`src/design/vga_pkg.sv`:
```
package vga_pkg;

	// Glyph geometry in font pixels
	localparam int unsigned FONT_W = 8;
	localparam int unsigned FONT_H = 8;

	// Font counters also cover the spacing column and line
	localparam int unsigned FCOL_W  = $clog2(FONT_W + 1);
	localparam int unsigned FLINE_W = $clog2(FONT_H + 1);

	localparam int unsigned CODE_W     = 7;
	localparam int unsigned ROM_ADDR_W = 10; // Code in upper bits, glyph line in lower

	typedef logic [2:0] color_t; // One bit each for R, G, B
	typedef logic [3:0] scale_t; // 1 to 15, zero never stored
	typedef logic [CODE_W-1:0] code_t;
	typedef logic [7:0] idx_t; // Character column or row

	// AXI4-Lite register offsets
	typedef enum logic [11:0] {
		REG_CTRL      = 12'h000,
		REG_PALETTE   = 12'h004,
		REG_SCALE     = 12'h008,
		REG_SELECT    = 12'h00C,
		REG_TEXT_BASE = 12'h100 // One word per character from here
	} reg_addr_e;

	// Per-channel handshake state
	typedef enum logic [1:0] {
		IDLE,
		RESP
	} axil_state_e;

endpackage

```
`src/design/vga_ifs.sv`:
```


// Screen position straight from the counters
interface scan_if #(
	parameter int ADDR_W = 12
);
	import vga_pkg::*;

	logic active;
	logic hsync;
	logic vsync;
	idx_t col;
	idx_t row;
	logic [FCOL_W-1:0] font_col;
	logic [FLINE_W-1:0] font_line;
	logic [ADDR_W-1:0] cell_addr; // row * TEXT_COLS + col

	modport src (output active, hsync, vsync, col, row, font_col, font_line, cell_addr);
	modport dst (input active, hsync, vsync, col, row, font_col, font_line, cell_addr);
endinterface

// Position delayed to line up with rom_q
interface glyph_if;
	import vga_pkg::*;

	logic active;
	logic hsync;
	logic vsync;
	logic [FCOL_W-1:0] font_col;
	logic [FLINE_W-1:0] font_line;
	idx_t char_row;

	modport src (output active, hsync, vsync, font_col, font_line, char_row);
	modport dst (input active, hsync, vsync, font_col, font_line, char_row);
endinterface

```
`src/design/glyph_fetch.sv`:
```
`timescale 1ns/1ps

module glyph_fetch #(
	parameter int DEPTH = 3072
) (
	input  logic clk,
	input  logic rst_n,
	scan_if.dst scan,
	output logic [$clog2(DEPTH)-1:0] rd_addr,
	input  vga_pkg::code_t rd_code,
	output logic [vga_pkg::ROM_ADDR_W-1:0] rom_addr,
	glyph_if.src glyph
);
	import vga_pkg::*;

	localparam int LINE_W = ROM_ADDR_W - CODE_W;

	// Stage 1 registers line up with rd_code
	logic act_d;
	logic hs_d;
	logic vs_d;
	logic [FCOL_W-1:0] col_d;
	logic [FLINE_W-1:0] line_d;
	idx_t row_d;
	logic [LINE_W-1:0] rom_line;

	assign rd_addr = scan.cell_addr;

	// Low bits of the spacing line are zero so it reads line 0
	assign rom_line = line_d[LINE_W-1:0];
	assign rom_addr = {rd_code, rom_line};

	always_ff @(posedge clk) begin
		if (!rst_n) begin
			act_d <= 1'b0;
			hs_d <= 1'b0;
			vs_d <= 1'b0;
			glyph.active <= 1'b0;
			glyph.hsync <= 1'b0;
			glyph.vsync <= 1'b0;
		end else begin
			act_d <= scan.active;
			hs_d <= scan.hsync;
			vs_d <= scan.vsync;
			glyph.active <= act_d; // Stage 2 lines up with rom_q
			glyph.hsync <= hs_d;
			glyph.vsync <= vs_d;
		end
	end

	always_ff @(posedge clk) begin
		col_d <= scan.font_col;
		line_d <= scan.font_line;
		row_d <= scan.row;
		glyph.font_col <= col_d;
		glyph.font_line <= line_d;
		glyph.char_row <= row_d;
	end

endmodule

```
`src/flat_wrapper.sv`:
```
// flat-port wrapper written by rule: the top's interface ports become plain ports
module glyph_fetch_flat import vga_pkg::*;
#(
	parameter int DEPTH = 3072
)
  (clk, rst_n, rd_addr, rd_code, rom_addr, scan_active, scan_hsync, scan_vsync, scan_col, scan_row, scan_font_col, scan_font_line, scan_cell_addr, glyph_active, glyph_hsync, glyph_vsync, glyph_font_col, glyph_font_line, glyph_char_row);
  scan_if scan_i ();
  glyph_if glyph_i ();
  input  logic clk;
  input  logic rst_n;
  output logic [$clog2(DEPTH)-1:0] rd_addr;
  input  vga_pkg::code_t rd_code;
  output logic [vga_pkg::ROM_ADDR_W-1:0] rom_addr;
  input wire logic [$bits(scan_i.active)-1:0] scan_active;
  input wire logic [$bits(scan_i.hsync)-1:0] scan_hsync;
  input wire logic [$bits(scan_i.vsync)-1:0] scan_vsync;
  input wire logic [$bits(scan_i.col)-1:0] scan_col;
  input wire logic [$bits(scan_i.row)-1:0] scan_row;
  input wire logic [$bits(scan_i.font_col)-1:0] scan_font_col;
  input wire logic [$bits(scan_i.font_line)-1:0] scan_font_line;
  input wire logic [$bits(scan_i.cell_addr)-1:0] scan_cell_addr;
  output wire logic [$bits(glyph_i.active)-1:0] glyph_active;
  output wire logic [$bits(glyph_i.hsync)-1:0] glyph_hsync;
  output wire logic [$bits(glyph_i.vsync)-1:0] glyph_vsync;
  output wire logic [$bits(glyph_i.font_col)-1:0] glyph_font_col;
  output wire logic [$bits(glyph_i.font_line)-1:0] glyph_font_line;
  output wire logic [$bits(glyph_i.char_row)-1:0] glyph_char_row;
  assign scan_i.active = scan_active;
  assign scan_i.hsync = scan_hsync;
  assign scan_i.vsync = scan_vsync;
  assign scan_i.col = scan_col;
  assign scan_i.row = scan_row;
  assign scan_i.font_col = scan_font_col;
  assign scan_i.font_line = scan_font_line;
  assign scan_i.cell_addr = scan_cell_addr;
  assign glyph_active = glyph_i.active;
  assign glyph_hsync = glyph_i.hsync;
  assign glyph_vsync = glyph_i.vsync;
  assign glyph_font_col = glyph_i.font_col;
  assign glyph_font_line = glyph_i.font_line;
  assign glyph_char_row = glyph_i.char_row;
  glyph_fetch #(.DEPTH(DEPTH)) u_core (.clk(clk), .rst_n(rst_n), .scan(scan_i), .rd_addr(rd_addr), .rd_code(rd_code), .rom_addr(rom_addr), .glyph(glyph_i));
endmodule
```
`config.mk`:
```
export PLATFORM = sky130hd
export DESIGN_NAME = glyph_fetch_flat
export DESIGN_NICKNAME = d
export VERILOG_FILES = /design/src/design/vga_pkg.sv /design/src/design/vga_ifs.sv /design/src/design/glyph_fetch.sv /design/src/flat_wrapper.sv
export SDC_FILE = /design/constraint.sdc
export NUM_CORES = 1
export LEC_CHECK = 0
export BUFFER_PORTS_ARGS = -buffer_cell sky130_fd_sc_hd__buf_2
export CORE_UTILIZATION = 35
export CTS_CLUSTER_DIAMETER = 40
export CTS_CLUSTER_SIZE = 28
export DETAILED_ROUTE_END_ITERATION = 7
export HOLD_SLACK_MARGIN = 0.1
export PLACE_DENSITY = 0.81
export SYNTH_ARGS = -nofsm -noshare
export SYNTH_HDL_FRONTEND = slang
export SYNTH_SLANG_ARGS = --single-unit
```
`constraint.sdc`:
```
create_clock -name clk -period 0.8 [get_ports clk]
set_input_delay 0.08 -clock clk [delete_from_list [all_inputs] [get_ports clk]]
set_output_delay 0.08 -clock clk [all_outputs]
set_load 0.005 [all_outputs]
```
# Word-level counts from Yosys, hierarchy flattened
# Index checks and enable logic that the tools add are counted.
[totals] elab_cells=12 out_inout_bits=41 regBits=38 inputBits=48

# Logic depth before layout (Yosys ltp)
[logic_depth] word_depth=0 mapped_depth=1 depth_no_buf=1

# Worst setup path before layout
# OpenSTA, ideal clock, no wires.
[synth_timing] path_kind="reg-to-reg" start="register u_core.act_d" end="register u_core.glyph.active" required_time_ps=685 setup_ps=115 synth_period_minus_slack_ps=516 n_path_buf=0 setup_slack_ps=284 path_stages_with_launch=2 arrival_time_ps=401 path_cell_list="dfxtp_1 -> and2_1"
[synth_rtl] item="from (decl)" line_no="glyph_fetch.sv:19" rtl="logic act_d;"
[synth_rtl] item="from (signal assigned)" line_no="glyph_fetch.sv:42" rtl="act_d <= scan.active;"
[synth_rtl] item="to (signal assigned)" line_no="glyph_fetch.sv:45" rtl="glyph.active <= act_d;"
[synth_rtl] item="to (decl)" line_no="vga_ifs.sv:33" rtl="modport src (output active, hsync, vsync, font_col, font_line, char_row);"
# No word-level cell between the ends.

# Worst setup path in the final report
[layout_timing] start="register u_core.line_d[1]" end="output rom_addr[1] (netlist name)"
[layout_rtl] item="from (decl)" line_no="glyph_fetch.sv:23" rtl="logic [FLINE_W-1:0] line_d;"
[layout_rtl] item="from (signal assigned)" line_no="glyph_fetch.sv:53" rtl="line_d <= scan.font_line;"
[layout_rtl] item="to (decl)" line_no="flat_wrapper.sv:13" rtl="output logic [vga_pkg::ROM_ADDR_W-1:0] rom_addr;"
# No word-level cell between the ends.

==> impl_results.md <==
* Run status: finished with violations
* Failing checks: setup timing
* Metal-1 WL at approximately 470 microns
* Die Wd at 54.5 microns
* Overflow after GRT at 0
* Max stage delay cell, worst path: dfxtp_2
* Crit share post-route at 1.04
* Ys Warns at 0
* WL met3 at approximately 220 microns
* Met2 routed WL at 887 microns
* Iteration-0 DRC count of the detailed router at 5
* Clock root cell: clkbuf_4
* Sw frac at 0.193
* Initial Util at 0.379
* Async SR Flop Fraction at 0
* Min setup slack post-route at -0.0335 ns
* Worst Setup Start Kind: flop
* Clock Power Share at 0.273
* First-pass GRT wire length at around 2.2 mm
* Sequential share of power at 0.655
* WP data required at about 0.7 ns
* Top cell type's share of synthesized area at 0.790
* Vias at between 500 and 600
* Worst path buffer plus inverter count at 1
* R2R Setup Slk at 0.25 ns
* Final hold vios at 0
* Hold Path Class: input pin to output port
* Dpl cells at 116
* Critical-path maximum fanout at 2
* Reg clk slew, reported paths at around 0.090 ns
* All-layer global routing usage at 0.118
* Crit path cell chain: buf_2
* Unrepaired setup endpoints after global routing: true
* Vias per cell at about 4
* Clock tree buffer depth at 2
* Total net switching power at around 0.59 mW
* Worst slew pin tran at slightly below 0.1 ns
* Yosys reg bits at 38
* Top layer used by detailed routing: met4
* Fill cell count at 230
* Post-Route WL at about 1.6 mm
* Multi-input logic area at ~38 sq um
* Initial antenna violation count at 0
* Vias in the first global route at about 560
* Ant. Diodes at 0
* Post-detailed-route DRC marker count at 0
* PortBufs at between 40 and 50
* Number of cell rows at 18
* Min Tclk post-route at about 0.83 ns
* CTS tree: built
* # nets final at 163
* Largest net degree at the start of global routing at 11
* Design Area, Final at ~1400 sq um
* Max IR drop VDD at roughly 1600 uV
* Final core utilization at 0.535
* Synth cell types at 3
* Latest clock arrival within the worst-skew pair at about 0.32 ns
* DRT Pass-1 Iters at 2
* Pint at around 2.5 mW
* Inserted Clock Buffers at 5
* Num ports at 89
* Cells after Synth at 66
* Synth top area cells: dfxtp_1, buf_4, and2_1
* Sequential Area at ~770 sq um
* Setup-failing EPs final at 22
* Htree depth at 2
* Core ar. at approximately 2500 sq um
* Combinational share of power at 0.073
* Syn_area_per_cell at ~15 sq um
* Delay-heaviest family, CP: flip-flops
* Slew Viols, Final at 0
* Post-route antenna net violation count at 0
* Die H at between 50 and 60 microns
* Layout area overhead at 41.3%
* CP Capture Type: output port
* Total power at slightly above 3 mW
* Area of the die at 2970 sq um
* Max-cap viol count at 0
* CP max stage delay at 0.33 ns
* Count leader, synth: dfxtp_1
* Layout cells sized above 1 at 0.504
* Post-synth EDFFs at 0
* Commonest cells post-synth: dfxtp_1, buf_4, and2_1
* Fmax at 1200 MHz
* Main flop type after synthesis: dfxtp_1
* Sequential fraction of the synthesis area at 0.790
* Critical path arrival at between 0.7 and 0.8 ns
* Syn Nets at around 110
* Leakage at between 0.6 and 0.7 nW
* Clock sink count at 38
* Final non-filler cell total at around 150
* Crit path kind: flop to output port
* Synthesized area at slightly below 1000 sq um
* Relative slew slack at 0.934
* Cell Pwr Density at 2270 nW/um^2
* Final GP Congestion at roughly 0.55
* WL/cell at about 11 microns
* Skew final at 0.00545 ns
* Placed Area at 1050 sq um
* Leading area contributor after synthesis: dfxtp_1
==> sequential cells by signal, indices dropped and copies added (netlist names) <==
name / cells
u_core.col_d: 4
u_core.glyph.hsync: 1
u_core.vs_d: 1
u_core.act_d: 1
u_core.row_d: 8
u_core.glyph.font_line: 4
u_core.glyph.font_col: 4
u_core.glyph.active: 1
u_core.hs_d: 1
u_core.glyph.char_row: 8
u_core.glyph.vsync: 1
u_core.line_d: 4
==> per-layer routing <==
metal / up-vias / global-route usage
met1: 235 / 0.0580
met3: 13 / 0.103
met4: 0 / 0.124
met2: 43 / 0.209
met5: - / 0
li1: 273 / -
==> stage by stage <==
| step | hold slack [ns] | worst slack [ns] | TNS, ns |
|---|---|---|---|
| final | 0.160 | -0.0335 | -0.453 |
| after floorplan | 0.108 | 0.284 | 0 |
| after CTS | 0.160 | -0.0569 | -0.889 |
| after detailed placement | 0.160 | 0.265 | 0 |
| after global placement | 0.160 | 0.278 | 0 |
| after global routing | 0.160 | -0.0835 | -1.63 |
==> power groups by stage <==
stage               clock [mW]  combinational [mW]  sequential [mW]
global placement             0               0.118             2.05
finish                   0.842               0.224             2.02
detailed placement           0               0.120             2.06
floorplan                    0              0.0974             2.06
global route             0.960               0.247             2.03
CTS                      0.890               0.203             2.01
==> cells in the final DEF, fill, tap and decap left out <==
cell,count
dfxtp_2,9
clkbuf_1,2
buf_2,35
clkbuf_4,5
buf_4,2
buf_6,7
dfxtp_1,29
dlygate4sd3_1,20
and2_1,6
==> cell families (layout without fill, tap and decap cells) <==
logic type / count (synthesis) / in the layout / synth area share
flops: 38 / 38 / 0.790
buf+inv: 22 / 71 / 0.171
simple gates: 6 / 6 / 0.0390
==> area by class of cell <==
type                            instances  share of cell area
Tap cell                               30              0.0276
Multi-Input combinational cell          6              0.0276
Clock buffer                            7              0.0331
Timing Repair Buffer                   64               0.345
Sequential cell                        38               0.567
==> worst paths after layout <==
path / depth (start not counted) / end / startpoint
setup / recovery: 1 / rom_addr[1] / u_core.line_d[1]
hold / removal: 0 / rd_addr[3] / scan_cell_addr[3]
setup reg to reg: 1 / u_core.glyph.font_line[0] / u_core.line_d[0]
hold reg to reg: 0 / u_core.glyph.char_row[6] / u_core.row_d[6]
==> what timing repair did <==
action,in CTS,in global routing
setup buffers,2,0
resized for setup,2,14
endpoints found under the setup margin,22,22
hold buffers,20,0
endpoints found under the hold margin,22,0
pin swaps,0,0
Note: power is estimated with default switching activity, not from simulation.
