$ cat config.mk
export PLATFORM = sky130hd
export DESIGN_NAME = axil_cfg_regs_flat
export DESIGN_NICKNAME = d
export VERILOG_FILES = /design/src/design/vga_pkg.sv /design/src/design/vga_ifs.sv /design/src/design/axil_cfg_regs.sv /design/src/flat_wrapper.sv
export SDC_FILE = /design/constraint.sdc
export NUM_CORES = 1
export LEC_CHECK = 0
export BUFFER_PORTS_ARGS = -buffer_cell sky130_fd_sc_hd__buf_4
export CAP_MARGIN = 10
export CORE_ASPECT_RATIO = 1.5
export CORE_UTILIZATION = 46
export DETAILED_ROUTE_END_ITERATION = 8
export GPL_TIMING_DRIVEN = 0
export PLACE_DENSITY = 0.85
export SYNTH_ARGS = -nofsm -noshare
export SYNTH_HDL_FRONTEND = slang
export SYNTH_SLANG_ARGS = --single-unit
$ cat constraint.sdc
create_clock -name clk -period 5.4 [get_ports clk]
set_input_delay 1.08 -clock clk [delete_from_list [all_inputs] [get_ports clk]]
set_output_delay 1.08 -clock clk [all_outputs]
set_load 0.01 [all_outputs]
$ cat src/design/vga_pkg.sv
package vga_pkg;

	// Glyph geometry in font pixels
	localparam int unsigned FONT_W = 8;
	localparam int unsigned FONT_H = 8;

	// Font counters also cover the spacing column and line
	localparam int unsigned FCOL_W  = $clog2(FONT_W + 1);
	localparam int unsigned FLINE_W = $clog2(FONT_H + 1);

	localparam int unsigned CODE_W     = 7;
	localparam int unsigned ROM_ADDR_W = 10; // Code in upper bits, glyph line in lower

	typedef logic [2:0] color_t; // One bit each for R, G, B
	typedef logic [3:0] scale_t; // 1 to 15, zero never stored
	typedef logic [CODE_W-1:0] code_t;
	typedef logic [7:0] idx_t; // Character column or row

	// AXI4-Lite register offsets
	typedef enum logic [11:0] {
		REG_CTRL      = 12'h000,
		REG_PALETTE   = 12'h004,
		REG_SCALE     = 12'h008,
		REG_SELECT    = 12'h00C,
		REG_TEXT_BASE = 12'h100 // One word per character from here
	} reg_addr_e;

	// Per-channel handshake state
	typedef enum logic [1:0] {
		IDLE,
		RESP
	} axil_state_e;

endpackage

$ cat src/design/vga_ifs.sv
`timescale 1ns/1ps

// Held config registers, no handshake
interface cfg_if;
	import vga_pkg::*;

	logic enable;
	color_t text;
	color_t bg;
	color_t sel;
	color_t sel_bg;
	scale_t pix_w;
	scale_t pix_h;
	idx_t sel_row;
	logic sel_en;

	modport regs (output enable, text, bg, sel, sel_bg, pix_w, pix_h, sel_row, sel_en);
	modport timing (input pix_w, pix_h);
	modport shade (input enable, text, bg, sel, sel_bg, sel_row, sel_en);
endinterface


$ cat src/design/axil_cfg_regs.sv
`timescale 1ns/1ps

module axil_cfg_regs #(
	parameter int TEXT_COLS = 64,
	parameter int TEXT_ROWS = 48
) (
	input  logic clk,
	input  logic rst_n,
	input  logic [31:0] awaddr,
	input  logic awvalid,
	output logic awready,
	input  logic [31:0] wdata,
	input  logic [3:0] wstrb,
	input  logic wvalid,
	output logic wready,
	output logic [1:0] bresp,
	output logic bvalid,
	input  logic bready,
	input  logic [31:0] araddr,
	input  logic arvalid,
	output logic arready,
	output logic [31:0] rdata,
	output logic [1:0] rresp,
	output logic rvalid,
	input  logic rready,
	cfg_if.regs cfg,
	output logic wr_en,
	output logic [$clog2(TEXT_COLS*TEXT_ROWS)-1:0] wr_addr,
	output vga_pkg::code_t wr_code
);
	import vga_pkg::*;

	localparam int DEPTH = TEXT_COLS * TEXT_ROWS;
	localparam int AW = $clog2(DEPTH);

	axil_state_e w_state;
	axil_state_e r_state;
	logic wr_accept;
	logic ar_accept;
	logic in_text;
	logic [31:0] text_off;
	logic [31:0] rd_word;

	function automatic logic [31:0] reg_word(input reg_addr_e r);
		return {20'd0, r};
	endfunction

	function automatic scale_t fix_scale(input logic [3:0] v);
		return (v == 4'd0) ? 4'd1 : v;
	endfunction

	// Both beats must arrive together, wstrb ignored
	assign wr_accept = (w_state == IDLE) && awvalid && wvalid;
	assign awready = wr_accept;
	assign wready = wr_accept;
	assign bvalid = (w_state == RESP);
	assign bresp = 2'b00;
	assign rvalid = (r_state == RESP);
	assign rresp = 2'b00;
	assign ar_accept = arready && arvalid;

	assign text_off = awaddr - reg_word(REG_TEXT_BASE);
	assign in_text = (awaddr >= reg_word(REG_TEXT_BASE)) && (awaddr[1:0] == 2'b00) &&
		((text_off >> 2) < 32'(DEPTH));

	// Write channel and config registers
	always_ff @(posedge clk) begin
		if (!rst_n) begin
			w_state <= IDLE;
			cfg.enable <= 1'b0;
			cfg.text <= 3'd7;
			cfg.bg <= 3'd0;
			cfg.sel <= 3'd0;
			cfg.sel_bg <= 3'd6;
			cfg.pix_w <= 4'd1;
			cfg.pix_h <= 4'd1;
			cfg.sel_row <= '0;
			cfg.sel_en <= 1'b0;
		end else begin
			case (w_state)
				IDLE: if (wr_accept) w_state <= RESP;
				RESP: if (bready) w_state <= IDLE; // Stalls only this channel
				default: w_state <= IDLE;
			endcase
			if (wr_accept) begin
				if (awaddr == reg_word(REG_CTRL)) begin
					cfg.enable <= wdata[0];
				end
				if (awaddr == reg_word(REG_PALETTE)) begin
					cfg.text <= wdata[2:0];
					cfg.bg <= wdata[6:4];
					cfg.sel <= wdata[10:8];
					cfg.sel_bg <= wdata[14:12];
				end
				if (awaddr == reg_word(REG_SCALE)) begin
					cfg.pix_w <= fix_scale(wdata[3:0]);
					cfg.pix_h <= fix_scale(wdata[11:8]);
				end
				if (awaddr == reg_word(REG_SELECT)) begin
					cfg.sel_row <= wdata[7:0];
					cfg.sel_en <= wdata[8];
				end
			end
		end
	end

	// Character buffer write, one cycle after acceptance
	always_ff @(posedge clk) begin
		if (!rst_n) wr_en <= 1'b0;
		else wr_en <= wr_accept && in_text;
	end

	always_ff @(posedge clk) begin
		wr_addr <= AW'(text_off >> 2);
		wr_code <= wdata[CODE_W-1:0];
	end

	// Read mux, text window and holes read as 0
	always_comb begin
		rd_word = '0;
		if (araddr == reg_word(REG_CTRL)) rd_word = {31'd0, cfg.enable};
		if (araddr == reg_word(REG_PALETTE))
			rd_word = {17'd0, cfg.sel_bg, 1'b0, cfg.sel, 1'b0, cfg.bg, 1'b0, cfg.text};
		if (araddr == reg_word(REG_SCALE)) rd_word = {20'd0, cfg.pix_h, 4'd0, cfg.pix_w};
		if (araddr == reg_word(REG_SELECT)) rd_word = {23'd0, cfg.sel_en, cfg.sel_row};
	end

	// Read channel
	always_ff @(posedge clk) begin
		if (!rst_n) begin
			r_state <= IDLE;
			arready <= 1'b0;
		end else begin
			case (r_state)
				IDLE: begin
					if (ar_accept) begin
						r_state <= RESP;
						arready <= 1'b0;
					end else begin
						arready <= 1'b1;
					end
				end
				RESP: begin
					if (rready) begin
						r_state <= IDLE;
						arready <= 1'b1;
					end
				end
				default: r_state <= IDLE;
			endcase
		end
	end

	always_ff @(posedge clk) begin
		if (ar_accept) rdata <= rd_word;
	end

endmodule

$ cat src/flat_wrapper.sv
// flat-port wrapper written by rule: the top's interface ports become plain ports
module axil_cfg_regs_flat import vga_pkg::*;
#(
	parameter int TEXT_COLS = 64,
	parameter int TEXT_ROWS = 48
)
  (clk, rst_n, awaddr, awvalid, awready, wdata, wstrb, wvalid, wready, bresp, bvalid, bready, araddr, arvalid, arready, rdata, rresp, rvalid, rready, wr_en, wr_addr, wr_code, cfg_enable, cfg_text, cfg_bg, cfg_sel, cfg_sel_bg, cfg_pix_w, cfg_pix_h, cfg_sel_row, cfg_sel_en);
  cfg_if cfg_i ();
  input  logic clk;
  input  logic rst_n;
  input  logic [31:0] awaddr;
  input  logic awvalid;
  output logic awready;
  input  logic [31:0] wdata;
  input  logic [3:0] wstrb;
  input  logic wvalid;
  output logic wready;
  output logic [1:0] bresp;
  output logic bvalid;
  input  logic bready;
  input  logic [31:0] araddr;
  input  logic arvalid;
  output logic arready;
  output logic [31:0] rdata;
  output logic [1:0] rresp;
  output logic rvalid;
  input  logic rready;
  output logic wr_en;
  output logic [$clog2(TEXT_COLS*TEXT_ROWS)-1:0] wr_addr;
  output vga_pkg::code_t wr_code;
  output wire logic [$bits(cfg_i.enable)-1:0] cfg_enable;
  output wire logic [$bits(cfg_i.text)-1:0] cfg_text;
  output wire logic [$bits(cfg_i.bg)-1:0] cfg_bg;
  output wire logic [$bits(cfg_i.sel)-1:0] cfg_sel;
  output wire logic [$bits(cfg_i.sel_bg)-1:0] cfg_sel_bg;
  output wire logic [$bits(cfg_i.pix_w)-1:0] cfg_pix_w;
  output wire logic [$bits(cfg_i.pix_h)-1:0] cfg_pix_h;
  output wire logic [$bits(cfg_i.sel_row)-1:0] cfg_sel_row;
  output wire logic [$bits(cfg_i.sel_en)-1:0] cfg_sel_en;
  assign cfg_enable = cfg_i.enable;
  assign cfg_text = cfg_i.text;
  assign cfg_bg = cfg_i.bg;
  assign cfg_sel = cfg_i.sel;
  assign cfg_sel_bg = cfg_i.sel_bg;
  assign cfg_pix_w = cfg_i.pix_w;
  assign cfg_pix_h = cfg_i.pix_h;
  assign cfg_sel_row = cfg_i.sel_row;
  assign cfg_sel_en = cfg_i.sel_en;
  axil_cfg_regs #(.TEXT_COLS(TEXT_COLS), .TEXT_ROWS(TEXT_ROWS)) u_core (.clk(clk), .rst_n(rst_n), .awaddr(awaddr), .awvalid(awvalid), .awready(awready), .wdata(wdata), .wstrb(wstrb), .wvalid(wvalid), .wready(wready), .bresp(bresp), .bvalid(bvalid), .bready(bready), .araddr(araddr), .arvalid(arvalid), .arready(arready), .rdata(rdata), .rresp(rresp), .rvalid(rvalid), .rready(rready), .cfg(cfg_i), .wr_en(wr_en), .wr_addr(wr_addr), .wr_code(wr_code));
endmodule
# Word level (Yosys, flattened, before mapping)
# Cells that the tools add are included.
dict set report word_totals {
  input_bits 107
  ff_bits 87
}
dict set report classes {
  n_reduce_logical 23
  magnitude_cmp 2
  eq_ne 12
  add_sub_neg 1
  n_mux 15
}
# op n
set ops {}
lappend ops {{32-bit by 4-bit == test with 1-bit output, second input constant} 4}
lappend ops {{32-bit by 3-bit == test with 1-bit output, second input constant} 2}
lappend ops {{32-bit logical NOT} 2}
lappend ops {{32-bit by 9-bit >= comparator with 1-bit output, second input constant} 1}
lappend ops {{32-bit by 9-bit subtractor with 32-bit output, second input constant} 1}
lappend ops {{30-bit by 12-bit less-than comparator with 1-bit output, second input constant} 1}
lappend ops {{15-bit 2-to-1 mux} 1}
lappend ops {{2-bit AND reduction} 7}
lappend ops {{12-bit 2-to-1 mux} 1}
lappend ops {{9-bit 2-to-1 mux} 1}
lappend ops {{4-bit logical NOT} 2}
lappend ops {{2-bit 2-to-1 mux} 4}
lappend ops {{4-bit 2-to-1 mux} 2}
lappend ops {{2-bit by 1-bit != test with 1-bit output, second input constant} 4}
lappend ops {{2-bit one-hot mux with 2 select lines} 2}
lappend ops {{1-bit logical AND} 6}
lappend ops {{2-bit logical NOT} 3}
lappend ops {{2-bit by 1-bit == test with 1-bit output, second input constant} 2}
lappend ops {{1-bit 2-to-1 mux} 3}
lappend ops {{3-bit OR reduction} 1}
lappend ops {{1-bit one-hot mux with 2 select lines} 1}
lappend ops {{2-bit nonzero test} 1}
lappend ops {{2-bit OR reduction} 1}

# Longest topological paths before layout
dict set report logic_depth {
  word_depth 5
  mapped_depth 9
}

# Worst setup path after synthesis
# No wires, ideal clock.
dict set report synth_path {
  path_type {input to register}
  startpoint {in awaddr[27]}
  endpoint {reg u_core.cfg.sel_bg[1]}
  required_time_ns 5.272
  arrival_ns 2.517
  cell_stages 7
  path_buffers 1
  slack_ns 2.755
  path_cell_list {or3_1 > or4_1 > nor2_2 > nand4b_4 > buf_6 > mux2i_1 > nand2_1}
}
dict set report synth_between {
  elab_chain_cells 2
}
# element line
set synth_lines {}
lappend synth_lines {{from (decl)} flat_wrapper.sv:11} ;# input logic [31:0] awaddr;
lappend synth_lines {{32-bit by 3-bit == test with 1-bit output} axil_cfg_regs.sv:89} ;# if (awaddr == reg_word(REG_PALETTE)) begin
lappend synth_lines {{2-bit AND reduction (no source line)} -}
lappend synth_lines {{to (signal assigned)} axil_cfg_regs.sv:93} ;# cfg.sel_bg <= wdata[14:12];
lappend synth_lines {{to (decl)} vga_ifs.sv:17} ;# modport regs (output enable, text, bg, sel, sel_bg, pix_w, pix_h, sel_row, sel_en);
# No other way between the ends.
# A chain may end at the register's enable or synchronous reset.

# Worst setup path after layout
dict set report layout_path {
  startpoint {in awvalid}
  endpoint {out wready}
}
dict set report layout_between {
  elab_chain_cells 2
}
# element line
set layout_lines {}
lappend layout_lines {{from (decl)} flat_wrapper.sv:12} ;# input logic awvalid;
lappend layout_lines {{1-bit logical AND (2 in a row)} axil_cfg_regs.sv:53} ;# assign wr_accept = (w_state == IDLE) && awvalid && wvalid;
lappend layout_lines {{to (decl)} flat_wrapper.sv:17} ;# output logic wready;
# No other way between the ends.

==> run_results.csv <==
group,metric,value,unit
routing,first_iter_violations,157,
clock_network,cts_max_path_buffers,2,
clock_network,post_cts.repair.setup_buffers,0,
clock_network,postCtsHoldBufs,0,
placed_design,place_congestion,0.901,
sta,drv_slew,0,
synthesis,synth.ff_latch_count,68,
placed_design,buffer_ports.inserted,154,
synthesis,yosys.area.top_type,"dfxtp_1",
synthesis,synth_edf_count,15,
finish,layout-drive-gt1-share,41.3,%
synthesis,netlist_area,3110,sq um
synthesis,synth-warning-count,0,
routing,wire_per_inst,15.2,microns
finish,finalCoreUtilization,70.4,%
sta,clock-skew-final,0.00520,ns
floorplan,floorplan.die.height,103,microns
floorplan,boundaryPins,198,
sta,tns,0,ns
finish,diodes,0,
global_routing,global_route_wire_length_before_repair,13400,microns
floorplan,starting_density,47.6,%
routing,first_pass_iters,5,
worst_setup_path,criticalPathCategory,"input pin to primary output",
synthesis,syn_avg_cell_area,10.2,sq um
clock_network,post_cts_resized,0,
clock_network,clock_insertion_delay_worst_skew,0.33,ns
global_routing,first_global_vias,2800,
global_routing,grt_start_max_net_pins,17,
global_routing,overflow,0,
clock_network,cts_tree,"done",
clock_network,tritoncts.num_buffers,9,
flow_run,max_cap_viol_count,0,
floorplan,floorplan.rows,36,
routing,wl,8680,microns
pwr,power_density,225,nW/um^2
worst_setup_path,setup.worst_path.end_class,"primary output",
sta,final_period_utilization,50.4,%
floorplan,horizontal_die_dimension,69.2,microns
worst_setup_path,critPathArrivalTime,1.64,ns
clock_network,clkSinkCount,68,
sta,max_slew_margin,53.0,%
sta,hold_slack,0.510,ns
sta,setup_repair_after_global_routing_missed_its_margin,"no",
routing,via_count,2922,
sta,worstMarginPinSlew,0.705,ns
global_routing,antenna_violations_before_repair,0,
routing,vias_per_cell,5.13,
sta,maxClockFrequency,367,MHz
worst_setup_path,cp_max_fo,4,
placed_design,detailedPlacementHpwl,6960,microns
floorplan,placeableCoreArea,6530,sq um
worst_setup_path,cp_data_required_time,4.32,ns
sta,finalWorstPathRequiredPeriod,2.72,ns
synthesis,fraction_of_the_yosys_area_taken_by_sequential_cells,48.6,%
finish,fillCellCount,523,
routing,drc,0,
worst_setup_path,start_kind,"input pin",
clock_network,clk_pin_slew,0.06,ns
pwr,ir_worst_vdd,0.000141,V
synthesis,netlist_top_cells_area,"dfxtp_1 (34%), edfxtp_1 (14%), mux2i_1 (10%), buf_4 (5.3%), nor2b_1 (5.0%)",
finish,layout_overhead_on_the_synthesized_area,47.8,%
sta,final_hold_fails,0,
worst_hold_path,hold_path.class,"flip-flop to flip-flop",
synthesis,ys_types,48,
global_routing,grtUsageTotal,24.3,%
synthesis,synth_top_area_share,34.1,%
synthesis,synthesis.instances,304,
synthesis,postSynth.topFlopCell,"dfxtp_1",
sta,setup_viol,0,
finish,nNetsFinal,597,
synthesis,postSynth.asyncResetShare,0,%
floorplan,die_area,7100,sq um
pwr,leakage_power_of_the_design,2.22,nW
routing,antenna_violating_nets_post_route,0,
clock_network,cts-root-buf,"clkbuf_8",
run_status,status,"completed",
clock_network,cts_htree_levels,3,
## cell usage after synthesis, types with 2 or more instances
master and n:
edfxtp_1 15, inv_1 5, nand3_1 4, xor2_1 3
dfxtp_1 53, nor4_4 2, nand2b_1 7, nor4_1 11
nor3b_1 2, mux2i_1 32, nor2b_1 25, nand3b_1 2
a21boi_0 2, or3_1 5, o21ai_0 4, a22oi_1 5
o211ai_1 4, buf_2 3, a21oi_1 2, nand2_1 19
xnor2_1 2, or4_1 2, and2_1 4, buf_4 22
mux2_2 3, nand4_1 3, nor3_1 12, clkbuf_1 5
nor2_1 27
## cells in the final DEF, fill, tap and decap left out, types with 3 or more instances in the layout
cell      synthesis  routed
a22oi_1           5       5
and2_1            4       4
buf_2             3       3
buf_4            22     176
clkbuf_1          5       7
clkbuf_8          0       9
conb_1            1      21
dfxtp_1          53      53
edfxtp_1         15      15
inv_1             5       5
mux2_2            3       3
mux2i_1          32      32
nand2_1          19      19
nand2b_1          7       7
nand3_1           4       4
nand4_1           3       3
nor2_1           27      27
nor2b_1          25      25
nor3_1           12      12
nor4_1           11      11
o211ai_1          4       4
o21ai_0           4       4
or3_1             5       5
xor2_1            3       3
## power breakdown
| group | internal [mW] | switching [mW] | total (mW) |
|---|---|---|---|
| clock | 0.164 | 0.181 | 0.344 |
| sequential | 0.532 | 0.00435 | 0.537 |
| combinational | 0.0844 | 0.0681 | 0.152 |
| total | 0.781 | 0.253 | 1.03 |
## per-layer routing
layer  vias up  global-route usage (%)  part of all wire (%)
met3        13                    6.45                   7.3
met1      1354                    23.2                    33
met5         -                       0                     0
met2       146                    48.7                    57
li1       1409                       -                     -
met4         0                    10.2                   2.5
## registers in the layout, indices dropped and copies added, names as in the netlist, 3 cells and up
register,cells
u_core.cfg.sel,3
u_core.wr_code,7
u_core.cfg.bg,3
u_core.rdata,15
u_core.cfg.text,3
u_core.cfg.pix_w,4
u_core.cfg.pix_h,4
u_core.cfg.sel_row,8
u_core.cfg.sel_bg,3
u_core.wr_addr,12
## worst paths after layout
| check | startpoint | endpoint | slack (ns) | cells after the start |
|---|---|---|---|---|
| worst min-delay path | u_core.w_state[0]$_SDFFE_PN0P_ | u_core.w_state[0]$_SDFFE_PN0P_ | 0.51 | 2 |
| worst min register to register | u_core.w_state[0]$_SDFFE_PN0P_ | u_core.w_state[0]$_SDFFE_PN0P_ | 0.51 | 2 |
| worst max register to register | u_core.w_state[0]$_SDFFE_PN0P_ | u_core.cfg.pix_w[2]$_SDFFE_PN0P_ | 3.48 | 7 |
| worst max-delay path | awvalid | wready | 2.68 | 5 |
## cells by family (layout without fill, tap and decap cells)
family	after synthesis	in the layout	synth area share, %
muxes	36	36	12.1
DFF	68	68	48.6
other	1	21	0.121
buffers and inverters	37	207	7.48
AOI/OAI and AO/OA	25	25	5.87
xor gates and xnor gates	5	5	1.41
and+or+nand+nor	131	131	24.0
adders and majority gates	1	1	0.402
## per-stage QoR
stage	std cells	power, mW	cell area [sq um]	worst slack [ns]
after floorplan	324	0.608	3190	2.75
after global placement	554	0.697	4440	2.48
after detailed placement	554	0.700	4440	2.44
after CTS	570	1.04	4600	2.68
after global routing	570	1.08	4600	2.62
final	570	1.03	4600	2.68
## critical path: stages
cell and delay [ns]:
buf_4 0.11, nand3b_1 0.12, inv_1 0.07, buf_4 0.13, buf_4 0.13
## cell type report
cell class	count	area, sq um	area share [%]
multi-input cells	219	1440	31.4
repair buffers	154	1160	25.1
flip-flops and latches	68	1510	32.9
clock inverters	5	28.8	0.626
plain buffers	32	214	4.65
inverters	5	18.8	0.408
well taps	76	95.1	2.07
clock buffers	11	131	2.86
No activity file was read; power rests on OpenSTA's default activity.
