### src/design/vga_pkg.sv
package vga_pkg;

	// Glyph geometry in font pixels
	localparam int unsigned FONT_W = 8;
	localparam int unsigned FONT_H = 8;

	// Font counters also cover the spacing column and line
	localparam int unsigned FCOL_W  = $clog2(FONT_W + 1);
	localparam int unsigned FLINE_W = $clog2(FONT_H + 1);

	localparam int unsigned CODE_W     = 7;
	localparam int unsigned ROM_ADDR_W = 10; // Code in upper bits, glyph line in lower

	typedef logic [2:0] color_t; // One bit each for R, G, B
	typedef logic [3:0] scale_t; // 1 to 15, zero never stored
	typedef logic [CODE_W-1:0] code_t;
	typedef logic [7:0] idx_t; // Character column or row

	// AXI4-Lite register offsets
	typedef enum logic [11:0] {
		REG_CTRL      = 12'h000,
		REG_PALETTE   = 12'h004,
		REG_SCALE     = 12'h008,
		REG_SELECT    = 12'h00C,
		REG_TEXT_BASE = 12'h100 // One word per character from here
	} reg_addr_e;

	// Per-channel handshake state
	typedef enum logic [1:0] {
		IDLE,
		RESP
	} axil_state_e;

endpackage

### src/design/vga_ifs.sv
`timescale 1ns/1ps

// Held config registers, no handshake
interface cfg_if;
	import vga_pkg::*;

	logic enable;
	color_t text;
	color_t bg;
	color_t sel;
	color_t sel_bg;
	scale_t pix_w;
	scale_t pix_h;
	idx_t sel_row;
	logic sel_en;

	modport regs (output enable, text, bg, sel, sel_bg, pix_w, pix_h, sel_row, sel_en);
	modport timing (input pix_w, pix_h);
	modport shade (input enable, text, bg, sel, sel_bg, sel_row, sel_en);
endinterface

// Screen position straight from the counters
interface scan_if #(
	parameter int ADDR_W = 12
);
	import vga_pkg::*;

	logic active;
	logic hsync;
	logic vsync;
	idx_t col;
	idx_t row;
	logic [FCOL_W-1:0] font_col;
	logic [FLINE_W-1:0] font_line;
	logic [ADDR_W-1:0] cell_addr; // row * TEXT_COLS + col

	modport src (output active, hsync, vsync, col, row, font_col, font_line, cell_addr);
	modport dst (input active, hsync, vsync, col, row, font_col, font_line, cell_addr);
endinterface


### src/design/scan_timing.sv
`timescale 1ns/1ps

module scan_timing #(
	parameter int RES_H = 640,
	parameter int RES_V = 480,
	parameter int H_FP = 16,
	parameter int H_SYNC = 96,
	parameter int H_BP = 48,
	parameter int V_FP = 10,
	parameter int V_SYNC = 2,
	parameter int V_BP = 33,
	parameter int TEXT_COLS = 64,
	parameter int TEXT_ROWS = 48
) (
	input  logic clk,
	input  logic rst_n,
	cfg_if.timing cfg,
	scan_if.src scan
);
	import vga_pkg::*;

	localparam int H_TOTAL = RES_H + H_FP + H_SYNC + H_BP;
	localparam int V_TOTAL = RES_V + V_FP + V_SYNC + V_BP;
	localparam int HW = $clog2(H_TOTAL);
	localparam int VW = $clog2(V_TOTAL);
	localparam int ADDR_W = $clog2(TEXT_COLS * TEXT_ROWS);

	localparam logic [HW-1:0] H_VIS = HW'(RES_H);
	localparam logic [HW-1:0] H_SYNC_ON = HW'(RES_H + H_FP);
	localparam logic [HW-1:0] H_SYNC_OFF = HW'(RES_H + H_FP + H_SYNC);
	localparam logic [HW-1:0] H_LAST = HW'(H_TOTAL - 1);
	localparam logic [VW-1:0] V_VIS = VW'(RES_V);
	localparam logic [VW-1:0] V_SYNC_ON = VW'(RES_V + V_FP);
	localparam logic [VW-1:0] V_SYNC_OFF = VW'(RES_V + V_FP + V_SYNC);
	localparam logic [VW-1:0] V_LAST = VW'(V_TOTAL - 1);
	localparam logic [FCOL_W-1:0] FCOL_LAST = FCOL_W'(FONT_W); // Spacing column
	localparam logic [FLINE_W-1:0] FLINE_LAST = FLINE_W'(FONT_H); // Spacing line
	localparam idx_t COL_END = idx_t'(TEXT_COLS);
	localparam idx_t ROW_END = idx_t'(TEXT_ROWS);

	logic [HW-1:0] h_cnt;
	logic [VW-1:0] v_cnt;
	logic h_vis;
	logic v_vis;
	logic line_end;
	scale_t sub_x;
	scale_t sub_y;
	logic [FCOL_W-1:0] font_col;
	logic [FLINE_W-1:0] font_line;
	idx_t col;
	idx_t row;

	assign h_vis = (h_cnt < H_VIS);
	assign v_vis = (v_cnt < V_VIS);
	assign line_end = (h_cnt == H_LAST);

	always_ff @(posedge clk) begin
		if (!rst_n) begin
			h_cnt <= '0;
			v_cnt <= '0;
		end else if (line_end) begin
			h_cnt <= '0;
			v_cnt <= (v_cnt == V_LAST) ? '0 : v_cnt + 1'b1;
		end else begin
			h_cnt <= h_cnt + 1'b1;
		end
	end

	// Horizontal cell position, restarts every line
	always_ff @(posedge clk) begin
		if (!rst_n || line_end) begin
			sub_x <= '0;
			font_col <= '0;
			col <= '0;
		end else if (h_vis) begin
			if (sub_x >= cfg.pix_w - 1'b1) begin // >= copes with a scale change mid-line
				sub_x <= '0;
				if (font_col == FCOL_LAST) begin
					font_col <= '0;
					if (col != COL_END) col <= col + 1'b1; // Parks past the grid
				end else begin
					font_col <= font_col + 1'b1;
				end
			end else begin
				sub_x <= sub_x + 1'b1;
			end
		end
	end

	// Vertical cell position, steps once per line
	always_ff @(posedge clk) begin
		if (!rst_n) begin
			sub_y <= '0;
			font_line <= '0;
			row <= '0;
		end else if (line_end) begin
			if (v_cnt == V_LAST) begin
				sub_y <= '0;
				font_line <= '0;
				row <= '0;
			end else if (v_vis) begin
				if (sub_y >= cfg.pix_h - 1'b1) begin
					sub_y <= '0;
					if (font_line == FLINE_LAST) begin
						font_line <= '0;
						if (row != ROW_END) row <= row + 1'b1;
					end else begin
						font_line <= font_line + 1'b1;
					end
				end else begin
					sub_y <= sub_y + 1'b1;
				end
			end
		end
	end

	assign scan.active = h_vis && v_vis && (col < COL_END) && (row < ROW_END);
	assign scan.hsync = (h_cnt >= H_SYNC_ON) && (h_cnt < H_SYNC_OFF);
	assign scan.vsync = (v_cnt >= V_SYNC_ON) && (v_cnt < V_SYNC_OFF);
	assign scan.col = col;
	assign scan.row = row;
	assign scan.font_col = font_col;
	assign scan.font_line = font_line;
	assign scan.cell_addr = ADDR_W'(row * TEXT_COLS + col); // Don't care off the grid

endmodule

### src/flat_wrapper.sv
// flat-port wrapper written by rule: the top's interface ports become plain ports
module scan_timing_flat import vga_pkg::*;
#(
	parameter int RES_H = 640,
	parameter int RES_V = 480,
	parameter int H_FP = 16,
	parameter int H_SYNC = 96,
	parameter int H_BP = 48,
	parameter int V_FP = 10,
	parameter int V_SYNC = 2,
	parameter int V_BP = 33,
	parameter int TEXT_COLS = 64,
	parameter int TEXT_ROWS = 48
)
  (clk, rst_n, cfg_pix_w, cfg_pix_h, scan_active, scan_hsync, scan_vsync, scan_col, scan_row, scan_font_col, scan_font_line, scan_cell_addr);
  cfg_if cfg_i ();
  scan_if scan_i ();
  input  logic clk;
  input  logic rst_n;
  input wire logic [$bits(cfg_i.pix_w)-1:0] cfg_pix_w;
  input wire logic [$bits(cfg_i.pix_h)-1:0] cfg_pix_h;
  output wire logic [$bits(scan_i.active)-1:0] scan_active;
  output wire logic [$bits(scan_i.hsync)-1:0] scan_hsync;
  output wire logic [$bits(scan_i.vsync)-1:0] scan_vsync;
  output wire logic [$bits(scan_i.col)-1:0] scan_col;
  output wire logic [$bits(scan_i.row)-1:0] scan_row;
  output wire logic [$bits(scan_i.font_col)-1:0] scan_font_col;
  output wire logic [$bits(scan_i.font_line)-1:0] scan_font_line;
  output wire logic [$bits(scan_i.cell_addr)-1:0] scan_cell_addr;
  assign cfg_i.pix_w = cfg_pix_w;
  assign cfg_i.pix_h = cfg_pix_h;
  assign scan_active = scan_i.active;
  assign scan_hsync = scan_i.hsync;
  assign scan_vsync = scan_i.vsync;
  assign scan_col = scan_i.col;
  assign scan_row = scan_i.row;
  assign scan_font_col = scan_i.font_col;
  assign scan_font_line = scan_i.font_line;
  assign scan_cell_addr = scan_i.cell_addr;
  scan_timing #(.RES_H(RES_H), .RES_V(RES_V), .H_FP(H_FP), .H_SYNC(H_SYNC), .H_BP(H_BP), .V_FP(V_FP), .V_SYNC(V_SYNC), .V_BP(V_BP), .TEXT_COLS(TEXT_COLS), .TEXT_ROWS(TEXT_ROWS)) u_core (.clk(clk), .rst_n(rst_n), .cfg(cfg_i), .scan(scan_i));
endmodule
### config.mk
export PLATFORM = sky130hd
export DESIGN_NAME = scan_timing_flat
export DESIGN_NICKNAME = d
export VERILOG_FILES = /design/src/design/vga_pkg.sv /design/src/design/vga_ifs.sv /design/src/design/scan_timing.sv /design/src/flat_wrapper.sv
export SDC_FILE = /design/constraint.sdc
export NUM_CORES = 1
export LEC_CHECK = 0
export BUFFER_PORTS_ARGS = -buffer_cell sky130_fd_sc_hd__buf_2
export CORE_MARGIN = 1.5
export CORE_UTILIZATION = 40
export DETAILED_ROUTE_END_ITERATION = 12
export GPL_TIMING_DRIVEN = 0
export SYNTH_ARGS = -nofsm -noshare
export SYNTH_HDL_FRONTEND = slang
export SYNTH_SLANG_ARGS = --single-unit
### constraint.sdc
create_clock -name clk -period 4.4 [get_ports clk]
set_input_delay 0.88 -clock clk [delete_from_list [all_inputs] [get_ports clk]]
set_output_delay 0.88 -clock clk [all_outputs]
set_load 0.05 [all_outputs]
# Word-level counts from Yosys, hierarchy flattened
# Index checks and enable logic that the tools add are counted.
# W data, S select, Z words.
# word_totals
rom_bits	0
mem_count	0
reg_bits	52
latch_bits	0
wordCells	68
output_inout_bits	39
ram_bits	0
# classes
reduce_logical	17
magnitude_cmp	10
eq_ne	6
n_addsub	11
div_mod_pow	0
n_mux	15
n_mul	0
bitwise	1
n_shift	0
# op_table
cell	count
$mux W8	5
$mux W4	9
$add A10 B1 Y10 const B	2
$eq A10 B10 Y1 const B	2
$lt A10 B10 Y1 const B	2
$lt A10 B9 Y1 const B	2
$add A4 B1 Y4 const B	4
$add A8 B1 Y8 const B	2
$add A12 B8 Y12	1
$ge A10 B10 Y1 const B	1
$ge A10 B9 Y1 const B	1
$mux W10	1
$eq A4 B4 Y1 const B	2
$ge A4 B4 Y1	2
$lt A8 B6 Y1 const B	1
$lt A8 B7 Y1 const B	1
$ne A8 B6 Y1 const B	1
$ne A8 B7 Y1 const B	1
$reduce_bool A2 Y1	4
$sub A4 B1 Y4 const B	2
$logic_and A1 B1 Y1	5
$reduce_and A5 Y1	1
$reduce_and A2 Y1	2
$reduce_and A4 Y1	1
5 further kinds	5

# Logic depth before layout (Yosys ltp)
# Gate-level depths: netlist (run 1).
# depth
depth_word	6
mapped_depth	10

# Least setup slack after synthesis (run 1)
# OpenSTA, ideal clock, no wires.
# synth_path
path_kind	register to output
startpoint	reg u_core.row[0], in the netlist u_core.scan.row[0]
endpoint	out scan_cell_addr[10]
path_stages_with_launch	6
arrival_ns	2.337
required_time_ns	3.520
setup_slack_ns	1.183
cell_sequence	dfxtp_1 ha_1 inv_1 fa_1 nor2_1 xor2_1
# synth_between
elab_chain_cells	1
# synth_rtl
element	line	rtl
start: declaration	scan_timing.sv:51	idx_t row;
start signal: assignment	scan_timing.sv:106	if (row != ROW_END) row <= row + 1'b1;
$add A12 B8 Y12	scan_timing.sv:124	assign scan.cell_addr = ADDR_W'(row * TEXT_COLS + col);
end: declaration	flat_wrapper.sv:29	output wire logic [$bits(scan_i.cell_addr)-1:0] scan_cell_addr;
# No other way between the ends.

# Final worst setup path (run 1)
# Same ends and word-level chain as after synthesis.

==> results of run 1 <==
[state kept, by name, summed over array words and instances (netlist names)]
signal	cells
u_core.h_cnt	10
u_core.v_cnt	10
u_core.scan.col	8
u_core.scan.row	8
u_core.scan.font_col	4
u_core.scan.font_line	4
u_core.sub_x	4
u_core.sub_y	4
[cells in the final DEF, fill, tap and decap left out, types with 2 or more instances in the layout]
cell type and n:
nand3b_1 2, inv_6 2, nor4_1 7, nor2b_1 3, nand2_1 34, a31o_1 2
nand2b_1 5, nand3_1 19, or3_1 4, and2_1 3, buf_4 6, dfxtp_1 52
xor2_1 17, o211ai_1 3, mux2_2 2, a21oi_1 16, o21a_1 5, xnor2_1 9
ha_1 26, mux2i_1 10, nor4_2 2, o21ai_1 2, nor4b_1 3, and4_1 2
a31oi_1 3, nor2_1 37, clkbuf_1 9, clkbuf_8 6, nand4_1 15, and3_1 11
a31o_2 3, inv_1 29, buf_2 50, a41oi_1 2, o21ai_0 12, nor3_1 10
[routing by layer]
| layer | vias up | wire length [um] |
|---|---|---|
| li1 | 1488 | - |
| met1 | 1348 | 3660 |
| met2 | 49 | 3310 |
| met3 | 5 | 250 |
| met4 | 0 | 53 |
| met5 | - | 0 |
[where the power goes]
group	internal, uW	switching (uW)	total (uW)
registers	481	14.5	495
clock network	132	176	308
logic	45.2	76.0	121
[cell type report]
type / count / area share
buffer: 18 / 0.0269
clock buffer: 6 / 0.0222
clock inverter: 2 / 0.00471
inverter: 29 / 0.0293
multi-input combinational: 290 / 0.538
sequential: 52 / 0.280
tap: 102 / 0.0343
timing repair buffer: 48 / 0.0646
[path summary, 6_finish.rpt]
path,slack [ps],endpoint,startpoint,depth (start not counted)
worst max-delay path,1420,scan_cell_addr[10],u_core.scan.row[0]$_SDFFE_PN0P_,6
worst min register to register,490,u_core.h_cnt[0]$_SDFF_PP0_,u_core.h_cnt[0]$_SDFF_PP0_,1
worst min-delay path,490,u_core.h_cnt[0]$_SDFF_PP0_,u_core.h_cnt[0]$_SDFF_PP0_,1
worst max register to register,2020,u_core.v_cnt[8]$_SDFFE_PN0P_,u_core.h_cnt[1]$_SDFF_PP0_,6
[per-stage QoR]
step	power [uW]	cell area, um2
after floorplan	595	3250
after global placement	625	3620
after detailed placement	628	3620
after CTS	933	3720
after global routing	968	3720
final	925	3720
[logic make-up after synthesis]
kind of cell    Yosys count  synth area share
compound gates           58             0.123
xor+xnor                 26            0.0700
fa+ha+maj                27             0.106
buf+inv                  47            0.0642
flops                    52             0.320
mux                      12            0.0377
simple gates            167             0.279
==> metrics, run 1 <==
met1 usage=0.242; worst setup path class=reg2out; Placer Congestion=0.810; status=finished, final reports clean; Sink Count=52; H-tree depth=2; Yosys reg bits=52; ANT cells=0; largest net degree at the start of global routing=18; Reg clk slew, reported paths=110 ps; met2 GRT Util=0.289; Hold Path Class=reg2reg; CTS tree=built; first-pass GRT wire length=12,500 um; Hold Slack=492 ps; Inst Count DP=539; register area share after synthesis=0.320; Port Buf Inserts=48; share of cells above drive strength 1=0.178; maximum vdd drop=0.116 mV; CTS Buf Count=5; Critical Path Source Type=register; Routed WL per cell=13.3 um; Synth Instances=389; met3 Track Usage GR=0.0268; Yosys top cell by area=dfxtp_1; vias in the first global route=around 2,700; DR vias=a little under 3,000; Setup Buffers After CTS=0; hold violation count in the final report=0; top post-synthesis cells by count=dfxtp_1 (52), nor2_1 (37), nand2_1 (34); Reg area=1040 um2; Initial Utilization=0.417; Layout Utilization=0.477; DR vias/cell=roughly 5.3; clk root buf=clkbuf_8; Total GRT Usage=0.176; most frequent cell after synthesis=dfxtp_1; CP endpoint kind=primary output; total grt overflow=0; Synth async-reset ratio=0; HPWL after DPL=approximately 5300 um; first drt pass iteration count=4; post-route insts no fill=547; Core Area=7810 um2; Yosys top cell area share=0.320; synthesized area per cell=approximately 8.4 um2; Area Overhead vs Synth=14.4%; setup TNS=0 ps; I/O Pins=49; gr busiest metal=met2; Power Density=248 nW/um2; initial antenna violation count=0; routed wire length=7270 um; maxcap violations=0; iteration-0 DRC count of the detailed router=113; arrival time worst endpoint=between 2000 and 2500 ps; Post-synth top flop=dfxtp_1; final setup fails=0; Worst Clk Skew=21.7 ps; Die Y=93.2 um; DRC viols=0; RSZ-0062 raised after global routing=false; top post-synthesis cells by area=dfxtp_1 (32%), ha_1 (10%), xor2_1 (4.6%); CP Data Required Time=3520 ps; number of synthesized flops with an enable pin=0; CP Cell Sequence=ha_1, inv_1, fa_1, nor2_1, xor2_1, buf_2; max incr delay on CP=530 ps; period utilization=0.677; Setup WS pre-CTS=around 1300 ps; die area=8680 um2; worst slew pin tran=651 ps; synthesized area=3250 um2; Net Count, Synth=426; NumNets Final=481; CTS Buffer Depth=2; CP max stage cell=dfxtp_1; synth warn=0; FILL cells=814; Antenna Nets Post-Route=0; crit-path leading delay family=adder cells; Max-slew headroom=0.562; Multi-input gate area=2000 um2; post-cts sizing count=0; Yosys cell types=56; crit path buf inv count=2; final worst-path setup slack=between 1000 and 1500 ps; hold_buf cts=0; DIE WIDTH=93.2 um; Fmax achieved=335 MHz; Final Max Slew Viols=0; row count=32; worst-skew pair later-pin latency=320 ps; Pleak=0.00161 uW; fin crit period=2980 ps; crit path max fanout=9
No activity file was read; power rests on OpenSTA's default activity.
==> run 2, diff against run 1 <==
==> constraint.sdc (replaced) <==
create_clock -name clk -period 2.9 [get_ports clk]
set_input_delay 0.58 -clock clk [delete_from_list [all_inputs] [get_ports clk]]
set_output_delay 0.58 -clock clk [all_outputs]
set_load 0.05 [all_outputs]
==> run 2 against run 1 <==
- critical path type unchanged
- critical endpoint unchanged
- final area is 0.17% higher
- sequential cell count stayed put
- routed wire length is 2.8% lower
==> metrics, run 2 (synthesis gave the netlist of run 1 again) <==
status=finished, final reports clean; crit path max fanout=9; Antenna Nets Post-Route=0; hold violation count in the final report=0; RR Startpoint=u_core.h_cnt[0]$_SDFF_PP0_; Sink Count=52; largest net degree at the start of global routing=16; CP Data Required Time=2320 ps; Hold Path Class=reg2reg; post-route insts no fill=547; share of cells above drive strength 1=0.182; worst slew pin tran=665 ps; Largest regs=u_core.h_cnt (10), u_core.v_cnt (10); P_int=989 uW; DRC viols=0; maximum vdd drop=0.185 mV; CTS tree=built; CP endpoint kind=primary output; DR top layer=met4; Fmax achieved=about 370 MHz; worst-skew pair later-pin latency=300 ps; maxcap violations=0; fin crit period=roughly 2700 ps; most frequent cells in the layout=dfxtp_1 (52), buf_2 (50), nor2_1 (37); worst setup path class=reg2out; Worst Clk Skew=approximately 6.2 ps; total grt overflow=0; Reg area=1040 um2; Power Density=365 nW/um2; switching share of power=0.273; initial antenna violation count=0; Max-slew headroom=0.552; hold_buf cts=0; Critical Path Source Type=register; sequential share of power=0.552; DR vias=2,864; metal3 WL=219 um; Worst Reg2Reg Path Length in Cells=6; Gate power share=0.135; worst r2r dst=u_core.v_cnt[7]$_SDFFE_PN0P_; Final Max Slew Viols=0; net switching power=372 uW; row count=32; NumNets Final=481; first-pass GRT wire length=about 12,000 um; first drt pass iteration count=4; Setup Buffers After CTS=0; ANT cells=0; Inst Count DP=539; Total GRT Usage=0.169; Multi-input gate area=2020 um2; die area=between 8000 and 9000 um2; Final Total Pwr=1360 uW; Worst Setup EP=scan_cell_addr[10]; Met1 Wirelength=3610 um; DIE WIDTH=approximately 93 um; H-tree depth=2; commonest non-fill, non-tap cell in the layout=dfxtp_1; period utilization=0.936; RSZ-0062 raised after global routing=false; Port Buf Inserts=48; Reg clk slew, reported paths=90 ps; final setup fails=0; HPWL after DPL=5360 um; I/O Pins=49; clk root buf=clkbuf_8; Area Overhead vs Synth=14.6%; iteration-0 DRC count of the detailed router=103; vias in the first global route=around 2,600; Clock power frac=0.313; CTS Buf Count=5; CP Launch Point=u_core.scan.row[0]$_SDFFE_PN0P_; Routed WL per cell=12.9 um; FILL cells=793; Placer Congestion=0.808; Die Y=about 93 um; worst reg2reg setup slack=570 ps; routed wire length=between 7000 and 8000 um; Pleak=0.00161 uW; arrival time worst endpoint=~2100 ps; Initial Utilization=0.417; DR vias/cell=5.24; post-cts sizing count=0; CTS Buffer Depth=2; met2 wire len=3190 um; Core Area=7810 um2; setup TNS=0 ps
run 2: power by group through the flow:
stage / Combinational [uW] / Clock, uW / Sequential (uW)
after floorplan: 122 / 0 / 781
after global placement: 180 / 0 / 767
after detailed placement: 183 / 0 / 767
after CTS: 184 / 445 / 750
after global routing: 206 / 475 / 754
final: 183 / 426 / 750
run 2: how the worst min path moves through the flow:
stage	end	from	slack, ps	depth (start not counted)
global route	u_core.h_cnt[0]$_SDFF_PP0_	u_core.h_cnt[0]$_SDFF_PP0_	510	1
detailed placement	u_core.h_cnt[0]$_SDFF_PP0_	u_core.h_cnt[0]$_SDFF_PP0_	470	1
floorplan	u_core.h_cnt[0]$_SDFF_PP0_	u_core.h_cnt[0]$_SDFF_PP0_	440	1
global placement	u_core.h_cnt[0]$_SDFF_PP0_	u_core.h_cnt[0]$_SDFF_PP0_	470	1
finish	u_core.h_cnt[0]$_SDFF_PP0_	u_core.h_cnt[0]$_SDFF_PP0_	490	1
CTS	u_core.h_cnt[0]$_SDFF_PP0_	u_core.h_cnt[0]$_SDFF_PP0_	490	1
run 2: layout make-up:
| cell class | instances | share of cell area |
|---|---|---|
| repair buffers | 48 | 0.0645 |
| flip-flops and latches | 52 | 0.279 |
| multi-input cells | 290 | 0.541 |
| clock inverters | 2 | 0.00269 |
| plain buffers | 18 | 0.0269 |
| well taps | 102 | 0.0342 |
| inverters | 29 | 0.0292 |
| clock buffers | 6 | 0.0222 |
run 2: critical path, cell delays in order, from the launching register on:
cell	delay (ps)
dfxtp_1	540
ha_1	230
inv_1	50
fa_1	410
nor2_1	190
xor2_2	130
buf_2	270
run 2: stage by stage:
stage,worst slack [ps],hold slack [ps],area (um2),utilization
2_1_floorplan,51.0,441,3270,-
6_report,186,491,3730,0.477
3_3_place_gp,121,473,3630,0.466
4_1_cts,170,494,3730,0.477
5_1_grt,66.7,513,3730,0.477
3_5_place_dp,90.9,471,3630,0.466
run 2: per-layer routing:
layer,GRT usage,vias to the layer above
li1,-,1480
met1,0.238,1326
met2,0.270,56
met3,0.0252,2
met4,0.0417,0
met5,0,-
==> run 3, diff against run 2 <==
--- a/config.mk
+++ b/config.mk
@@ -10,6 +10,7 @@
 export CORE_UTILIZATION = 40
 export DETAILED_ROUTE_END_ITERATION = 12
 export GPL_TIMING_DRIVEN = 0
+export SETUP_SLACK_MARGIN = 0.3
 export SYNTH_ARGS = -nofsm -noshare
 export SYNTH_HDL_FRONTEND = slang
 export SYNTH_SLANG_ARGS = --single-unit
==> constraint.sdc (replaced) <==
create_clock -name clk -period 2.6 [get_ports clk]
set_input_delay 0.52 -clock clk [delete_from_list [all_inputs] [get_ports clk]]
set_output_delay 0.52 -clock clk [all_outputs]
set_load 0.05 [all_outputs]
==> run 3 against run 2 <==
- clock-buffer cell count grew 1
- final area grew 8.8%
- sequential cell count is the same
- critical endpoint is now u_core.scan.row[6]$_SDFFE_PN0P_
- register-to-register slack lost 140 ps
- non-clock buffer count grew 8
==> metrics, run 3 (synthesis gave the netlist of run 1 again) <==
status=finished, final reports clean; worst setup path class=in2reg; clk root buf=clkbuf_8; DR vias=2,944; Initial Utilization=0.417; Worst Setup EP=u_core.scan.row[6]$_SDFFE_PN0P_; CTS Buffer Depth=2; crit path max fanout=7; first-pass GRT wire length=between 10,000 and 15,000 um; RR Startpoint=u_core.sub_y[0]$_SDFFE_PN0P_; total grt overflow=0; hold depth=1; final setup fails=0; routed wire length=roughly 7500 um; Hold Slack=494 ps; initial antenna violation count=0; Final Max Slew Viols=0; arrival time worst endpoint=2510 ps; Gate power share=0.154; H-tree depth=2; HPWL after DPL=between 5000 and 6000 um; commonest non-fill, non-tap cell in the layout=dfxtp_1; FILL cells=770; die area=8680 um2; iteration-0 DRC count of the detailed router=between 100 and 150; Antenna Nets Post-Route=0; share of cells above drive strength 1=0.278; Final Total Pwr=around 1600 uW; largest net degree at the start of global routing=16; Sink Count=52; Power Density=387 nW/um2; Multi-input gate area=2230 um2; Hold Path Class=reg2reg; DR vias/cell=5.30; Worst Reg2Reg Path Length in Cells=9; maxcap violations=0; Die Y=93.2 um; CTS Buf Count=5; net switching power=444 uW; DRC viols=0; Reg area=roughly 1100 um2; ANT cells=0; RSZ-0062 raised after global routing=true; P_int=1120 uW; Largest regs=u_core.h_cnt (10), u_core.v_cnt (10); worst slew pin tran=652 ps; worst r2r dst=u_core.scan.row[6]$_SDFFE_PN0P_; period utilization=0.869; Reg clk slew, reported paths=100 ps; CP Launch Point=cfg_pix_h[0]; I/O Pins=49; Core Area=~7800 um2; NumNets Final=489; Worst Clk Skew=between 10 and 15 ps; first drt pass iteration count=4; worst reg2reg setup slack=between 400 and 500 ps; CTS tree=built; vias in the first global route=2,623; Port Buf Inserts=48; Fmax achieved=approximately 440 MHz; Routed WL per cell=13.6 um; worst-skew pair later-pin latency=310 ps; most frequent cells in the layout=dfxtp_1 (47), buf_2 (45), nor2_1 (35); switching share of power=0.283; CP Data Required Time=approximately 2900 ps; fin crit period=2260 ps; Max-slew headroom=0.565; CP endpoint kind=register; Area Overhead vs Synth=24.7%; hold violation count in the final report=0; Critical Path Source Type=input port; Placer Congestion=0.849; Total GRT Usage=0.176; Pleak=0.00171 uW; row count=32; Clock power frac=0.314; DIE WIDTH=93.2 um; maximum vdd drop=0.233 mV; sequential share of power=0.532
[run 3: cell type report]
cell class	instances	share of cell area
plain buffers	18	0.0259
clock buffers	7	0.0213
clock inverters	1	0.00185
inverters	29	0.0318
multi-input cells	290	0.550
flip-flops and latches	52	0.260
well taps	102	0.0315
repair buffers	56	0.0780
[run 3: metrics by stage]
stage,setup TNS [ps],utilization,worst slack (ps),instance area [um2],cells
2_1_floorplan,0,-,35.3,3390,389
3_5_place_dp,-114,0.482,-66.6,3760,539
6_report,0,0.520,340,4060,555
5_1_grt,0,0.520,243,4060,555
3_3_place_gp,-48.4,0.482,-48.4,3760,539
4_1_cts,0,0.500,260,3900,549
[run 3: repair_timing]
item,CTS,global route
hold buffers,0,0
resized for setup,10,28
pin swaps,1,9
setup buffers,2,6
cloned,0,0
setup endpoints to repair,13,26
[run 3: how the worst min path moves through the flow]
stage | start | end | slack (ps)
detailed placement | u_core.h_cnt[0]$_SDFF_PP0_ | u_core.h_cnt[0]$_SDFF_PP0_ | 480
floorplan | u_core.h_cnt[0]$_SDFF_PP0_ | u_core.h_cnt[0]$_SDFF_PP0_ | 440
finish | u_core.h_cnt[0]$_SDFF_PP0_ | u_core.h_cnt[0]$_SDFF_PP0_ | 490
global placement | u_core.h_cnt[0]$_SDFF_PP0_ | u_core.h_cnt[0]$_SDFF_PP0_ | 470
global route | rst_n | u_core.scan.row[4]$_SDFFE_PN0P_ | 530
CTS | u_core.h_cnt[0]$_SDFF_PP0_ | u_core.h_cnt[0]$_SDFF_PP0_ | 500
[run 3: power groups by stage]
stage / clock network (uW) / logic [uW] / registers [uW]
2_1_floorplan: 0 / 148 / 872
3_3_place_gp: 0 / 217 / 856
3_5_place_dp: 0 / 222 / 857
4_1_cts: 510 / 224 / 836
5_1_grt: 542 / 270 / 839
6_report: 492 / 242 / 835
[run 3: per-layer routing]
layer	wire length [um]	GRT usage	part of all wire	vias to the layer above
met1	3740	0.240	0.50	1382
met5	0	0	0	-
met3	248	0.0285	0.033	5
li1	-	-	-	1500
met2	3480	0.289	0.46	57
met4	67	0.0467	0.0089	0
[run 3: worst max-delay path, stage by stage]
cell	delay (ps)
buf_2	110
inv_1	120
ha_4	230
ha_4	270
a2111oi_4	60
buf_4	170
or3_1	360
buf_6	160
nor4_2	290
mux2i_1	210
